## src/hdl/oflow_defs.svh

```systemverilog
// shared widths and depths of the object-tracking conflict stage
//   score board geometry (rows, PEs per row)
//   score and object ID widths
//   ID table address and slot widths
//   histogram depth and occurrence counter width
//   default abort threshold for repeated IDs

`ifndef OFLOW_DEFS_SVH
`define OFLOW_DEFS_SVH

// score board geometry
`define OFLOW_ROWS        4
`define OFLOW_PES         4

// entry payload widths
`define OFLOW_SCORE_LEN   8
`define OFLOW_ID_LEN      7

// id table, 64 words, top id bit picks the half
`define OFLOW_LUT_ADDR_W  6
`define OFLOW_SLOT_LEN    5

// one histogram slot per board entry
`define OFLOW_MAX_SLOTS   16
`define OFLOW_INST_LEN    4

// abort once an id has been seen this many times
`define OFLOW_CONFLICT_TH 4

`endif

```

## src/hdl/oflow_pkg.sv

```systemverilog
// types of the conflict-resolution stage
//   score, object id, row and PE index
//   histogram slot and two-slot id table word
//   resolver scan states

`default_nettype none

`include "oflow_defs.svh"

package oflow_pkg;

	typedef logic [`OFLOW_SCORE_LEN-1:0] score_t;

	// zero id marks an empty entry
	typedef logic [`OFLOW_ID_LEN-1:0] id_t;

	typedef logic [$clog2(`OFLOW_ROWS)-1:0] row_t;
	typedef logic [$clog2(`OFLOW_PES)-1:0] pe_t;

	// slot number stored as index plus one, zero is none
	typedef logic [`OFLOW_SLOT_LEN-1:0] slot_t;

	// half 1 holds ids with the top bit set
	typedef slot_t [1:0] lut_word_t;

	typedef enum logic [1:0] {
		idle_st,
		row_sel_st,
		pe_sel_fill_lut_st,
		fill_hist_st
	} cr_state_t;

endpackage

`default_nettype wire

```

## src/hdl/oflow_score_board.sv

```systemverilog
// score board of the conflict stage
//   flop arrays of score, object id and fallback bit per entry
//   load port from the matcher, scan read port for the resolver
//   fallback set port and combinational readback port
//   checks on loads against the resolver

`default_nettype none

`include "oflow_defs.svh"

module oflow_score_board (
	input  logic              clk,
	input  logic              reset_N,

	// frame load from outside
	input  logic              load_en,
	input  oflow_pkg::row_t   load_row,
	input  oflow_pkg::pe_t    load_pe,
	input  oflow_pkg::score_t load_score,
	input  oflow_pkg::id_t    load_id,

	// scan read by the resolver
	input  oflow_pkg::row_t   row_sel,
	input  oflow_pkg::pe_t    pe_sel,
	output oflow_pkg::score_t score,
	output oflow_pkg::id_t    id,

	// fallback set by the resolver
	input  logic              fb_we,
	input  oflow_pkg::row_t   fb_row,
	input  oflow_pkg::pe_t    fb_pe,

	// readback while idle
	input  oflow_pkg::row_t   rd_row,
	input  oflow_pkg::pe_t    rd_pe,
	output logic              rd_fallback,

	input  logic              busy
);

	// ------------------------------------------------------------------------
	// entry storage
	// ------------------------------------------------------------------------
	oflow_pkg::score_t score_q    [`OFLOW_ROWS][`OFLOW_PES];
	oflow_pkg::id_t    id_q       [`OFLOW_ROWS][`OFLOW_PES];
	logic              fallback_q [`OFLOW_ROWS][`OFLOW_PES];

	always_ff @(posedge clk or negedge reset_N) begin
		if (!reset_N) begin
			for (int r = 0; r < `OFLOW_ROWS; r++) begin
				for (int p = 0; p < `OFLOW_PES; p++) begin
					score_q[r][p]    <= '0;
					id_q[r][p]       <= '0;
					fallback_q[r][p] <= 1'b0;
				end
			end
		end else begin
			// new match, previous fallback decision no longer holds
			if (load_en) begin
				score_q[load_row][load_pe]    <= load_score;
				id_q[load_row][load_pe]       <= load_id;
				fallback_q[load_row][load_pe] <= 1'b0;
			end
			// entry lost its match to a lower score
			if (fb_we) begin
				fallback_q[fb_row][fb_pe] <= 1'b1;
			end
		end
	end

	// ------------------------------------------------------------------------
	// read ports
	// ------------------------------------------------------------------------
	// resolver sees the entry in the select cycle
	assign score = score_q[row_sel][pe_sel];
	assign id    = id_q[row_sel][pe_sel];

	assign rd_fallback = fallback_q[rd_row][rd_pe];

	// ------------------------------------------------------------------------
	// checks
	// ------------------------------------------------------------------------
	// board belongs to the resolver during a scan
	a_no_load_busy: assert property (
		@(posedge clk) disable iff (!reset_N)
		load_en |-> !busy
	) else $error("score board loaded during a scan");

	// load and fallback set must not hit one entry together
	a_no_load_fb_clash: assert property (
		@(posedge clk) disable iff (!reset_N)
		(load_en && fb_we) |-> !(load_row == fb_row && load_pe == fb_pe)
	) else $error("load and fallback write to the same entry");

endmodule

`default_nettype wire

```

## src/hdl/oflow_id_lut.sv

```systemverilog
// id to histogram slot table
//   64 words of two slots, half chosen by the top id bit
//   two seen flags per word, set by a word write
//   flags cleared together at scan start

`default_nettype none

`include "oflow_defs.svh"

module oflow_id_lut (
	input  logic                         clk,
	input  logic                         reset_N,

	// word port
	input  logic [`OFLOW_LUT_ADDR_W-1:0] lut_addr,
	output oflow_pkg::lut_word_t         lut_rdata,
	input  oflow_pkg::lut_word_t         lut_wdata,
	input  logic                         lut_we,

	// seen flags
	input  logic                         flag_half,
	output logic                         flag_seen,
	input  logic                         flag_clear
);

	localparam int lut_depth = 1 << `OFLOW_LUT_ADDR_W;

	// ------------------------------------------------------------------------
	// slot words
	// ------------------------------------------------------------------------
	oflow_pkg::lut_word_t lut_mem [lut_depth];

	always_ff @(posedge clk) begin
		if (lut_we) begin
			lut_mem[lut_addr] <= lut_wdata;
		end
	end

	// read is combinational, resolver merges in the same cycle
	assign lut_rdata = lut_mem[lut_addr];

	// ------------------------------------------------------------------------
	// seen flags, one per half
	// ------------------------------------------------------------------------
	// a half holds a valid slot only while its flag is set
	logic [lut_depth-1:0][1:0] seen_q;

	always_ff @(posedge clk or negedge reset_N) begin
		if (!reset_N) begin
			seen_q <= '0;
		end else if (flag_clear) begin
			seen_q <= '0;
		end else if (lut_we) begin
			seen_q[lut_addr][flag_half] <= 1'b1;
		end
	end

	assign flag_seen = seen_q[lut_addr][flag_half];

	// clear comes only in the start cycle, before any table write
	a_no_clear_on_write: assert property (
		@(posedge clk) disable iff (!reset_N)
		flag_clear |-> !lut_we
	) else $error("seen flags cleared during a table write");

endmodule

`default_nettype wire

```

## src/hdl/oflow_conflict_resolve_fsm.sv

```systemverilog
// conflict resolver of the object-tracking stage
//   scan FSM over rows and PEs of the score board
//   id table lookup and new slot assignment
//   per slot histogram of count, lowest score and holder position
//   fallback decision and repeat threshold abort
// parameter max_conflicts: earlier occurrences that abort the scan

`default_nettype none

`include "oflow_defs.svh"

module oflow_conflict_resolve_fsm #(
	parameter int max_conflicts = `OFLOW_CONFLICT_TH
) (
	input  logic                         clk,
	input  logic                         reset_N,

	input  logic                         start,
	output logic                         done,
	output logic                         busy,
	output logic                         conflict_th,

	// score board scan
	output oflow_pkg::row_t              row_sel,
	output oflow_pkg::pe_t               pe_sel,
	input  oflow_pkg::score_t            score,
	input  oflow_pkg::id_t               id,

	// score board fallback set
	output logic                         fb_we,
	output oflow_pkg::row_t              fb_row,
	output oflow_pkg::pe_t               fb_pe,

	// id table
	output logic [`OFLOW_LUT_ADDR_W-1:0] lut_addr,
	output oflow_pkg::lut_word_t         lut_wdata,
	output logic                         lut_we,
	input  oflow_pkg::lut_word_t         lut_rdata,
	output logic                         flag_half,
	input  logic                         flag_seen,
	output logic                         flag_clear
);

	localparam int hist_w = $clog2(`OFLOW_MAX_SLOTS);

	typedef logic [`OFLOW_INST_LEN-1:0] inst_t;

	localparam inst_t conflict_lim = inst_t'(max_conflicts);

	// ------------------------------------------------------------------------
	// scan state
	// ------------------------------------------------------------------------
	oflow_pkg::cr_state_t state_q;
	oflow_pkg::cr_state_t state_nxt;

	oflow_pkg::row_t      row_cnt;
	oflow_pkg::pe_t       pe_cnt;
	logic                 pe_phase;
	// distinct ids seen so far this scan
	oflow_pkg::slot_t     slot_cnt;
	oflow_pkg::slot_t     cur_slot;
	logic                 done_q;
	logic                 conflict_q;

	// histogram, indexed by slot minus one
	inst_t                occ_q      [`OFLOW_MAX_SLOTS];
	oflow_pkg::score_t    min_q      [`OFLOW_MAX_SLOTS];
	oflow_pkg::row_t      hrow_q     [`OFLOW_MAX_SLOTS];
	oflow_pkg::pe_t       hpe_q      [`OFLOW_MAX_SLOTS];

	oflow_pkg::slot_t     new_slot;
	oflow_pkg::slot_t     slot_m1;
	logic [hist_w-1:0]    hist_idx;
	inst_t                occ_cur;
	logic                 last_pe;
	logic                 last_row;
	logic                 take_holder;
	logic                 abort;
	logic                 scan_end;

	assign row_sel  = row_cnt;
	assign pe_sel   = pe_cnt;
	assign busy     = (state_q != oflow_pkg::idle_st);
	assign done     = done_q;
	assign conflict_th = conflict_q;

	// tables get cleared in the cycle that accepts start
	assign flag_clear = (state_q == oflow_pkg::idle_st) && start;

	// ------------------------------------------------------------------------
	// id table addressing
	// ------------------------------------------------------------------------
	// low id bits pick the word, top bit the half
	assign lut_addr  = id[`OFLOW_LUT_ADDR_W-1:0];
	assign flag_half = id[`OFLOW_ID_LEN-1];
	assign new_slot  = slot_cnt + oflow_pkg::slot_t'(1);

	// keep the other half, drop the new slot into ours
	always_comb begin
		lut_wdata            = lut_rdata;
		lut_wdata[flag_half] = new_slot;
	end

	// unseen id gets its word on the second select cycle
	assign lut_we = (state_q == oflow_pkg::pe_sel_fill_lut_st) && pe_phase && !flag_seen;

	// histogram entry of the current id
	assign slot_m1  = cur_slot - oflow_pkg::slot_t'(1);
	assign hist_idx = slot_m1[hist_w-1:0];
	assign occ_cur  = occ_q[hist_idx];

	assign last_pe  = (pe_cnt == oflow_pkg::pe_t'(`OFLOW_PES - 1));
	assign last_row = (row_cnt == oflow_pkg::row_t'(`OFLOW_ROWS - 1));

	// count before the update decides the abort
	assign abort = (state_q == oflow_pkg::fill_hist_st) && (occ_cur >= conflict_lim);

	// ------------------------------------------------------------------------
	// resolution rule
	// ------------------------------------------------------------------------
	always_comb begin
		take_holder = 1'b0;
		fb_we       = 1'b0;
		fb_row      = row_cnt;
		fb_pe       = pe_cnt;
		if (state_q == oflow_pkg::fill_hist_st) begin
			if (occ_cur == '0) begin
				// first occurrence holds the match
				take_holder = 1'b1;
			end else if (score < min_q[hist_idx]) begin
				// strictly lower, old holder falls back
				take_holder = 1'b1;
				fb_we       = 1'b1;
				fb_row      = hrow_q[hist_idx];
				fb_pe       = hpe_q[hist_idx];
			end else begin
				// tie or higher, this entry falls back
				fb_we = 1'b1;
			end
		end
	end

	// ------------------------------------------------------------------------
	// next state
	// ------------------------------------------------------------------------
	always_comb begin
		state_nxt = state_q;
		scan_end  = 1'b0;
		case (state_q)
			oflow_pkg::idle_st: begin
				if (start) begin
					state_nxt = oflow_pkg::row_sel_st;
				end
			end
			oflow_pkg::row_sel_st: begin
				state_nxt = oflow_pkg::pe_sel_fill_lut_st;
			end
			oflow_pkg::pe_sel_fill_lut_st: begin
				if (!pe_phase && id == '0) begin
					// empty entry ends the frame
					state_nxt = oflow_pkg::idle_st;
					scan_end  = 1'b1;
				end else if (pe_phase) begin
					state_nxt = oflow_pkg::fill_hist_st;
				end
			end
			oflow_pkg::fill_hist_st: begin
				if (abort || (last_pe && last_row)) begin
					state_nxt = oflow_pkg::idle_st;
					scan_end  = 1'b1;
				end else if (last_pe) begin
					state_nxt = oflow_pkg::row_sel_st;
				end else begin
					state_nxt = oflow_pkg::pe_sel_fill_lut_st;
				end
			end
			default: begin
				state_nxt = oflow_pkg::idle_st;
			end
		endcase
	end

	// ------------------------------------------------------------------------
	// control registers
	// ------------------------------------------------------------------------
	always_ff @(posedge clk or negedge reset_N) begin
		if (!reset_N) begin
			state_q    <= oflow_pkg::idle_st;
			row_cnt    <= '0;
			pe_cnt     <= '0;
			pe_phase   <= 1'b0;
			slot_cnt   <= '0;
			cur_slot   <= '0;
			done_q     <= 1'b0;
			conflict_q <= 1'b0;
		end else begin
			state_q  <= state_nxt;
			// done one cycle after the last write lands
			done_q   <= scan_end;
			pe_phase <= (state_q == oflow_pkg::pe_sel_fill_lut_st) && !pe_phase;
			if (flag_clear) begin
				row_cnt    <= '0;
				slot_cnt   <= '0;
				conflict_q <= 1'b0;
			end
			if (state_q == oflow_pkg::row_sel_st) begin
				pe_cnt <= '0;
			end
			// slot known on the second select cycle
			if (state_q == oflow_pkg::pe_sel_fill_lut_st && pe_phase) begin
				cur_slot <= flag_seen ? lut_rdata[flag_half] : new_slot;
				if (!flag_seen) begin
					slot_cnt <= new_slot;
				end
			end
			if (state_q == oflow_pkg::fill_hist_st) begin
				if (abort) begin
					conflict_q <= 1'b1;
				end else if (last_pe) begin
					row_cnt <= row_cnt + oflow_pkg::row_t'(1);
				end else begin
					pe_cnt <= pe_cnt + oflow_pkg::pe_t'(1);
				end
			end
		end
	end

	// ------------------------------------------------------------------------
	// histogram
	// ------------------------------------------------------------------------
	// counts restart every scan
	always_ff @(posedge clk or negedge reset_N) begin
		if (!reset_N) begin
			for (int s = 0; s < `OFLOW_MAX_SLOTS; s++) begin
				occ_q[s] <= '0;
			end
		end else if (flag_clear) begin
			for (int s = 0; s < `OFLOW_MAX_SLOTS; s++) begin
				occ_q[s] <= '0;
			end
		end else if (state_q == oflow_pkg::fill_hist_st) begin
			occ_q[hist_idx] <= occ_cur + inst_t'(1);
		end
	end

	// holder fields written on first occurrence before any read
	always_ff @(posedge clk) begin
		if (take_holder) begin
			min_q[hist_idx]  <= score;
			hrow_q[hist_idx] <= row_cnt;
			hpe_q[hist_idx]  <= pe_cnt;
		end
	end

	// table word and flags must hand fill a real slot
	a_fill_slot_valid: assert property (
		@(posedge clk) disable iff (!reset_N)
		(state_q == oflow_pkg::fill_hist_st) |-> (cur_slot != '0)
	) else $error("histogram fill with empty slot");

endmodule

`default_nettype wire

```

## src/hdl/oflow_conflict_top.sv

```systemverilog
// conflict-resolution subsystem top
//   score board, id table and resolver side by side
//   parameter max_conflicts passed to the resolver

`default_nettype none

`include "oflow_defs.svh"

module oflow_conflict_top #(
	parameter int max_conflicts = `OFLOW_CONFLICT_TH
) (
	input  logic              clk,
	input  logic              reset_N,

	input  logic              start,
	output logic              done,
	output logic              busy,
	output logic              conflict_th,

	input  logic              load_en,
	input  oflow_pkg::row_t   load_row,
	input  oflow_pkg::pe_t    load_pe,
	input  oflow_pkg::score_t load_score,
	input  oflow_pkg::id_t    load_id,

	input  oflow_pkg::row_t   rd_row,
	input  oflow_pkg::pe_t    rd_pe,
	output logic              rd_fallback
);

	// ------------------------------------------------------------------------
	// internal nets
	// ------------------------------------------------------------------------
	// board scan and fallback path
	oflow_pkg::row_t              row_sel;
	oflow_pkg::pe_t               pe_sel;
	oflow_pkg::score_t            score;
	oflow_pkg::id_t               id;
	logic                         fb_we;
	oflow_pkg::row_t              fb_row;
	oflow_pkg::pe_t               fb_pe;

	// id table path
	logic [`OFLOW_LUT_ADDR_W-1:0] lut_addr;
	oflow_pkg::lut_word_t         lut_wdata;
	oflow_pkg::lut_word_t         lut_rdata;
	logic                         lut_we;
	logic                         flag_half;
	logic                         flag_seen;
	logic                         flag_clear;

	oflow_score_board u_score_board (
		.clk         (clk),
		.reset_N     (reset_N),
		.load_en     (load_en),
		.load_row    (load_row),
		.load_pe     (load_pe),
		.load_score  (load_score),
		.load_id     (load_id),
		.row_sel     (row_sel),
		.pe_sel      (pe_sel),
		.score       (score),
		.id          (id),
		.fb_we       (fb_we),
		.fb_row      (fb_row),
		.fb_pe       (fb_pe),
		.rd_row      (rd_row),
		.rd_pe       (rd_pe),
		.rd_fallback (rd_fallback),
		.busy        (busy)
	);

	oflow_id_lut u_id_lut (
		.clk        (clk),
		.reset_N    (reset_N),
		.lut_addr   (lut_addr),
		.lut_rdata  (lut_rdata),
		.lut_wdata  (lut_wdata),
		.lut_we     (lut_we),
		.flag_half  (flag_half),
		.flag_seen  (flag_seen),
		.flag_clear (flag_clear)
	);

	oflow_conflict_resolve_fsm #(
		.max_conflicts (max_conflicts)
	) u_resolve_fsm (
		.clk         (clk),
		.reset_N     (reset_N),
		.start       (start),
		.done        (done),
		.busy        (busy),
		.conflict_th (conflict_th),
		.row_sel     (row_sel),
		.pe_sel      (pe_sel),
		.score       (score),
		.id          (id),
		.fb_we       (fb_we),
		.fb_row      (fb_row),
		.fb_pe       (fb_pe),
		.lut_addr    (lut_addr),
		.lut_wdata   (lut_wdata),
		.lut_we      (lut_we),
		.lut_rdata   (lut_rdata),
		.flag_half   (flag_half),
		.flag_seen   (flag_seen),
		.flag_clear  (flag_clear)
	);

endmodule

`default_nettype wire

```

## config.mk

```make
export PLATFORM = sky130hd
export DESIGN_NAME = oflow_conflict_top
export DESIGN_NICKNAME = d
export VERILOG_FILES = /design/src/hdl/oflow_pkg.sv /design/src/hdl/oflow_score_board.sv /design/src/hdl/oflow_id_lut.sv /design/src/hdl/oflow_conflict_resolve_fsm.sv /design/src/hdl/oflow_conflict_top.sv
export VERILOG_INCLUDE_DIRS = /design/src /design/src/hdl
export SDC_FILE = /design/constraint.sdc
export NUM_CORES = 1
export LEC_CHECK = 0
export BUFFER_PORTS_ARGS = -buffer_cell sky130_fd_sc_hd__buf_2
export CORE_ASPECT_RATIO = 0.8
export CORE_UTILIZATION = 29
export DETAILED_ROUTE_END_ITERATION = 16
export PLACE_DENSITY = 0.45
export SYNTH_ARGS = -nofsm -noshare
export SYNTH_HDL_FRONTEND = slang
export SYNTH_SLANG_ARGS = --single-unit
```

## constraint.sdc

```tcl
create_clock -name clk -period 8.05 [get_ports clk]
set_input_delay 0 -clock clk [delete_from_list [all_inputs] [get_ports clk]]
set_output_delay 0 -clock clk [all_outputs]
set_load 0.05 [all_outputs]
```

* Word-level counts from Yosys, hierarchy flattened
Memory sizes are Yosys's and may differ from the RTL's. Cells that the tools add are included.
Operators by class: $add $sub $neg 5, order comparisons 20, equal/unequal tests 7, muxes and demuxes 100, bitwise gates (word level) 13, reduce and logical (&&, ||, !) cells 24
Operators by type and width (count):
- 2-to-1 mux 128 bit | 2
- bitwise mux 128 bit | 1
- 2-to-1 mux 64 bit | 2
- bitwise OR 128 bit | 1
- bitwise mux 112 bit | 1
- 2-to-1 mux 32 bit | 3
- 2-to-1 mux 28 bit | 3
- binary-select mux 32 bit (select 2 bit) | 1
- bitwise mux 64 bit | 1
- demux 32 bit (select 2 bit) | 1
- binary-select mux 28 bit (select 2 bit) | 1
- demux 28 bit (select 2 bit) | 1
- 2-to-1 mux 2 bit | 21
- 2-to-1 mux 4 bit | 10
- 2-to-1 mux 16 bit | 2
- >= comparator 3 bit (second input constant) | 8
- 2-to-1 mux 8 bit | 3
- NOT 2 -> 3 bit | 8
- 2-to-1 mux 1 bit | 21
- 2-to-1 mux 7 bit | 3
- 2-to-1 mux 5 bit | 4
- bitwise AND 16 bit | 1
- binary-select mux 4 bit (select 4 bit) | 1
- binary-select mux 8 bit (select 2 bit) | 1
- 43 further kinds | 68
Word-level totals: register bits after elaboration 466, memory bits (writable) 832, bits of input ports 27, logic and storage cells 309, memories 4
Memory list:
- u_id_lut.lut_mem | depth 64, bits a word 10, read ports 1, clocked after memory_dff 0, write ports 1, line oflow_id_lut.sv:31 | oflow_pkg::lut_word_t lut_mem [lut_depth];
- u_resolve_fsm.min_q | depth 16, bits a word 8, read ports 1, clocked after memory_dff 0, write ports 1, line oflow_conflict_resolve_fsm.sv:67 | oflow_pkg::score_t min_q [`OFLOW_MAX_SLOTS];
- u_resolve_fsm.hpe_q | depth 16, bits a word 2, read ports 1, clocked after memory_dff 0, write ports 1, line oflow_conflict_resolve_fsm.sv:69 | oflow_pkg::pe_t hpe_q [`OFLOW_MAX_SLOTS];
- u_resolve_fsm.hrow_q | depth 16, bits a word 2, read ports 1, clocked after memory_dff 0, write ports 1, line oflow_conflict_resolve_fsm.sv:68 | oflow_pkg::row_t hrow_q [`OFLOW_MAX_SLOTS];

* Logic depth before layout (Yosys ltp)
depth in word-level cells 20, mapped depth 27, mapped depth without buffers 19

* Modules after synthesis
From an unflattened synthesis, not the netlist that was laid out.
Second synthesis, totals: cell total of the unflattened synthesis 3481, area total of the unflattened synthesis 54608.6 sq um
Modules (own cells, without submodules):
- oflow_id_lut | instances 1, cells each 1972, area an instance 31011.0 sq um
- oflow_conflict_resolve_fsm | instances 1, cells each 778, area an instance 12017.8 sq um
- oflow_score_board | instances 1, cells each 731, area an instance 11579.9 sq um

* Least setup slack after synthesis
OpenSTA, ideal clock, no wires.
kind flip-flop to flip-flop, from reg u_resolve_fsm.cur_slot[0], to mem u_resolve_fsm.hpe_q[10][0] (netlist bit) (enable), setup time 380 ps, arrival 6839 ps, required time 7670 ps, slack 830 ps, stages on the path, launching flop included 24, clock period less this slack 7220 ps, cells stage by stage dfrtp_1 buf_2 buf_2 clkbuf_1 clkbuf_1 inv_1 ha_1 clkbuf_1 buf_1 buf_1 clkbuf_1 clkbuf_1 mux4_2 mux4_2 inv_1 ha_1 a21o_1 a21o_1 a21oi_1 o21ai_1 and2_1 clkbuf_1 clkbuf_1 nor2_1
On the way: longest elaborated chain between the ends 10, elaborated cells between the ends (all ways) 13, those cells by class add/sub (1); order compare (1); mux (8); bitwise (1); reduce/logical (1); memory (1)
Ends and longest elaborated chain:
- start, declared | line oflow_conflict_resolve_fsm.sv:61 | oflow_pkg::slot_t cur_slot;
- start signal, assigned | line oflow_conflict_resolve_fsm.sv:211 | cur_slot <= flag_seen ? lut_rdata[flag_half] : new_slot;
- subtractor 4 x 1 -> 4 bit * | line oflow_conflict_resolve_fsm.sv:108 | assign slot_m1 = cur_slot - oflow_pkg::slot_t'(1);
- branches (longest 9 deep; another with memory (16 x 8 bit))
- end, declared | line oflow_conflict_resolve_fsm.sv:69
Every way passes the cells marked *. The select of a mux whose other input is x is not followed.

==> run summary <==
The flow ran to the end, but the final reports show violations. Among all flip-flop cells after synthesis, the most frequent one is sky130_fd_sc_hd__edfxtp_1. For the worst setup path, the data required time is 8450 ps. Wire segments on met3 add up to 12190 um in the final route. Critical path start-end classification: reg2reg.

The count of TritonRoute iterations in the first routing pass is 8. For hold timing, the worst endpoint is u_score_board.score_q[108]. The number of placement rows was 135; the overall die height was 372.9 um.

In the finished design, the share of the clock period the worst path needs comes to 89.05%. For this design the static power due to leakage is 20.70 nW. Clock-pin transition on the worst setup and hold timing paths: 60 ps.

The tree is rooted in a sky130_fd_sc_hd__clkbuf_16. The highest routed metal layer was met5. For the worst-skew pair, the clock arrives at the later sink with an insertion delay of 780 ps. Derived from the worst setup path, the maximum achievable clock frequency is 139.5 MHz.

In this run the critical register-to-register path is captured at u_id_lut.lut_mem[44][8]. For this block, the initial DRC count from the detailed router was 3778. TritonCTS built the clock tree.

Of the synthesized area, sequential elements account for 65.71%. The worst setup path is captured at a flop. The logs give 0 for the post-CTS resize count and 1 for the reported max-cap violation count. Detailed placement ended at an HPWL of 102000 um. The run gives 0 as the total setup violations reported at the end of the flow. Once the floorplan was initialized, standard cells occupied 29.32% of the core. The tools report the number of max-slew violations in the final report as 2. Setup repair after global routing left no endpoint under its margin. The final critical path time including I/O delays and setup came out at 7168 ps.

The post-synthesis async set-or-reset flop share was 39.78%. The clock drives 1169 sinks. After detailed routing, the number of vias per cell comes to 5.452. From synthesis to final layout, the design area changed by 16.04%.

The synthesized net count was 3404. Yosys printed 0 warnings. The logs give 31647 for the total via count after detailed routing and 0.04988 mm^2 for the cell area after technology mapping. Kind of path behind the tightest hold check: in2reg. The switching component of the power came out at 11.49 mW.

The run gives 7570 ps as the critical path data arrival time. The number of hold violations in the final report is 0, and the actual transition at the worst max-transition pin is 1526 ps. The routed design has 166100 um of wire. For the post-route antenna net violation count, the log shows 0. Hold repair after CTS inserted 26 buffers. The clock share of power is 23.4%. The worst hold path begins at load_score[4]. The H-tree was split into 4 levels. In this run, CTS created clock tree buffers numbering 132. Measured in cells, the most critical reg-to-reg path has a length of 14.

The number of antenna violations at the first check in global routing was 6. The worst setup path is launched from a flop. The logs give 34.03% for the share of the core filled with cells and 0.8570 for the final RePlAce weighted congestion. The remaining design rule violation count is 0.

Most frequent standard cell in the layout excluding fill and tap cells: sky130_fd_sc_hd__edfxtp_1. The number of global-route vias before repair is 31393. The total number of nets in the final design is 3481, and the met2 wire length is 70510 um. The remaining max-slew budget at the tightest pin was -4.361%; the fraction of power spent switching nets was 42.88%. Dividing the detail-routed wire length by the instance count gives 28.62 um. Per report_power, the sequential group accounts for 32.4% of the total. Input and output buffers added on the ports amount to 30. The run gives 0.1701 mm^2 as the core area.

The first global-routing pass estimated 240200 um of wire. The worst-case IR drop observed on VDD is 0.4776 mV. Entering global routing, the biggest net connects 108 pins. Post-synthesis area per instance: 14.84 um^2. The startpoint of the worst register-to-register path is u_resolve_fsm.row_sel[1]. The synthesized flop and latch total is 1169.

The die is 465.7 um wide. Combinational logic burns 44.3% of the power. The final reports fail on max-capacitance violations, max-slew violations. Synthesis produced 3360 cells.

For this run the aggregate overflow at the end of global routing stands at 0. Across the routed clock network, the largest skew measured is 46.76 ps. The tools report the internal portion of total power as 15.30 mW.

The tools report the final total negative setup slack as 0 ps. The longest clock path from root to sink contains 3 buffers. The maximum fanout along the worst path was 62; the worst setup slack for register-to-register paths was 880 ps. In this run, distinct cell masters in the synthesized netlist total 86.

The library cells used most frequently in the layout, excluding fill and tap cells, are sky130_fd_sc_hd__edfxtp_1, sky130_fd_sc_hd__dfrtp_1, sky130_fd_sc_hd__mux2_2, sky130_fd_sc_hd__nand2_1, sky130_fd_sc_hd__nor2_1. In the final routing, the length of wire on met1 measures 80390 um. The count of pins on the block boundary is 31. The number of setup buffers added after CTS is 0.

Dividing total power by cell area gives a power density of 462.8 mW/mm^2. The area enclosed by the die boundary is 0.1737 mm^2, and the number of synthesized flops with an enable pin is 704. Global routing consumed, over all layers together, 18.94% of the routing resources. Counting instances, the worst hold path has a depth of 3. The fraction of final layout cells sized beyond drive strength 1 came out at 24.39%.
## worst max-delay path by stage
stage                                   start                          to  cells after the start
finish               u_resolve_fsm.row_sel[1]     u_id_lut.lut_mem[44][8]                     14
global route        u_resolve_fsm.cur_slot[0]   u_resolve_fsm.min_q[5][4]                     17
CTS                  u_resolve_fsm.row_sel[1]     u_id_lut.lut_mem[44][8]                     14
detailed placement   u_resolve_fsm.row_sel[1]     u_id_lut.lut_mem[44][8]                     14
global placement     u_resolve_fsm.row_sel[1]     u_id_lut.lut_mem[45][8]                     14
floorplan           u_resolve_fsm.cur_slot[0]  u_resolve_fsm.hpe_q[10][0]                     23
## power by group through the flow
stage	clock network, mW	logic (mW)	registers, mW
6_report	6.26	11.9	8.67
5_1_grt	6.60	12.4	8.74
4_1_cts	6.39	11.7	8.68
3_5_place_dp	0	11.7	8.79
3_3_place_gp	0	11.7	8.80
2_1_floorplan	0	6.34	8.71
## synthesized netlist by cell type, drive strengths merged (13+ instances only)
master	number	share of area [%]
o311ai	16	0.28
nand2b	13	0.16
a21oi	77	0.77
nor2	185	1.4
a32oi	15	0.26
o22ai	32	0.41
a31oi	22	0.28
and3	38	0.48
o21ai	143	1.4
ha	17	0.43
a211oi	32	0.53
a221oi	40	0.74
edfxtp	704	42
mux2	282	6.4
inv	21	0.16
nand4	19	0.24
mux2i	87	1.7
clkbuf	149	1.1
nand3	137	1.4
dfrtp	465	23
nor3	42	0.47
nand2	227	1.7
a32o	128	2.6
or3	16	0.20
buf	112	1.4
mux4	142	6.4
a22oi	36	0.54
## sequential cells by signal (all words and copies together), names as in the netlist
name	flops
u_resolve_fsm.row_sel	2
u_score_board.id_q	112
u_resolve_fsm.pe_phase	1
u_resolve_fsm.cur_slot	4
u_resolve_fsm.conflict_th	1
u_id_lut.lut_mem	512
u_resolve_fsm.occ_q	64
u_resolve_fsm.slot_cnt	4
u_resolve_fsm.done	1
u_id_lut.seen_q	128
u_resolve_fsm.hrow_q	32
u_score_board.score_q	128
u_resolve_fsm.pe_sel	2
u_resolve_fsm.min_q	128
u_score_board.fallback_q	16
u_resolve_fsm.hpe_q	32
u_resolve_fsm.state_q	2
## worst max-delay path, cell delays in order, from the launching register on
cell and delay [ps]:
sky130_fd_sc_hd__dfrtp_4 1040, sky130_fd_sc_hd__mux2i_1 220, sky130_fd_sc_hd__a22o_1 280, sky130_fd_sc_hd__o21a_1 420, sky130_fd_sc_hd__nor2_4 780, sky130_fd_sc_hd__buf_4 440
sky130_fd_sc_hd__nor3_2 100, sky130_fd_sc_hd__buf_4 250, sky130_fd_sc_hd__a222oi_1 370, sky130_fd_sc_hd__a31oi_1 150, sky130_fd_sc_hd__a2111oi_0 1200, sky130_fd_sc_hd__nand4_1 540
sky130_fd_sc_hd__nor2_1 340, sky130_fd_sc_hd__nor2_4 180, sky130_fd_sc_hd__buf_4 340
## logic make-up after synthesis
logic type	count (synthesis)	synth area share (%)
and+or+nand+nor	716	6.668
muxes	511	14.52
AOI/OAI and AO/OA	656	9.841
xor gates and xnor gates	8	0.1555
DFF	1169	65.71
adders and majority gates	17	0.4264
buffers and inverters	283	2.672
## area by class of cell
type | instances | area, um^2
fillers | 16457 | 112200
flip-flops and latches | 1169 | 32790
multi-input cells | 1908 | 16090
clock buffers | 186 | 3771
well taps | 2260 | 2828
repair buffers | 204 | 1635
clock inverters | 54 | 675.6
inverters | 22 | 82.58
diodes | 2 | 5.005
## routing by layer
metal	vias to the layer above	GRT usage (%)
li1	13392	-
met1	16863	29.33
met4	2	4.284
met3	199	3.775
met2	1191	26.84
met5	-	0
## per-stage QoR
| step | power, mW | std cells | area, um^2 | setup slack (ps) | hold slack [ps] |
|---|---|---|---|---|---|
| floorplan | 15.05 | 3360 | 49880 | 830.4 | -295.6 |
| detailed placement | 20.46 | 5537 | 53140 | 1305 | 93.08 |
| global route | 27.70 | 5803 | 57870 | 1072 | 289.6 |
| global placement | 20.47 | 5535 | 53110 | 1285 | 87.00 |
| CTS | 26.77 | 5803 | 57870 | 1249 | 224.8 |
| finish | 26.78 | 5805 | 57880 | 881.6 | 254.8 |
No activity file was read; power rests on OpenSTA's default activity.
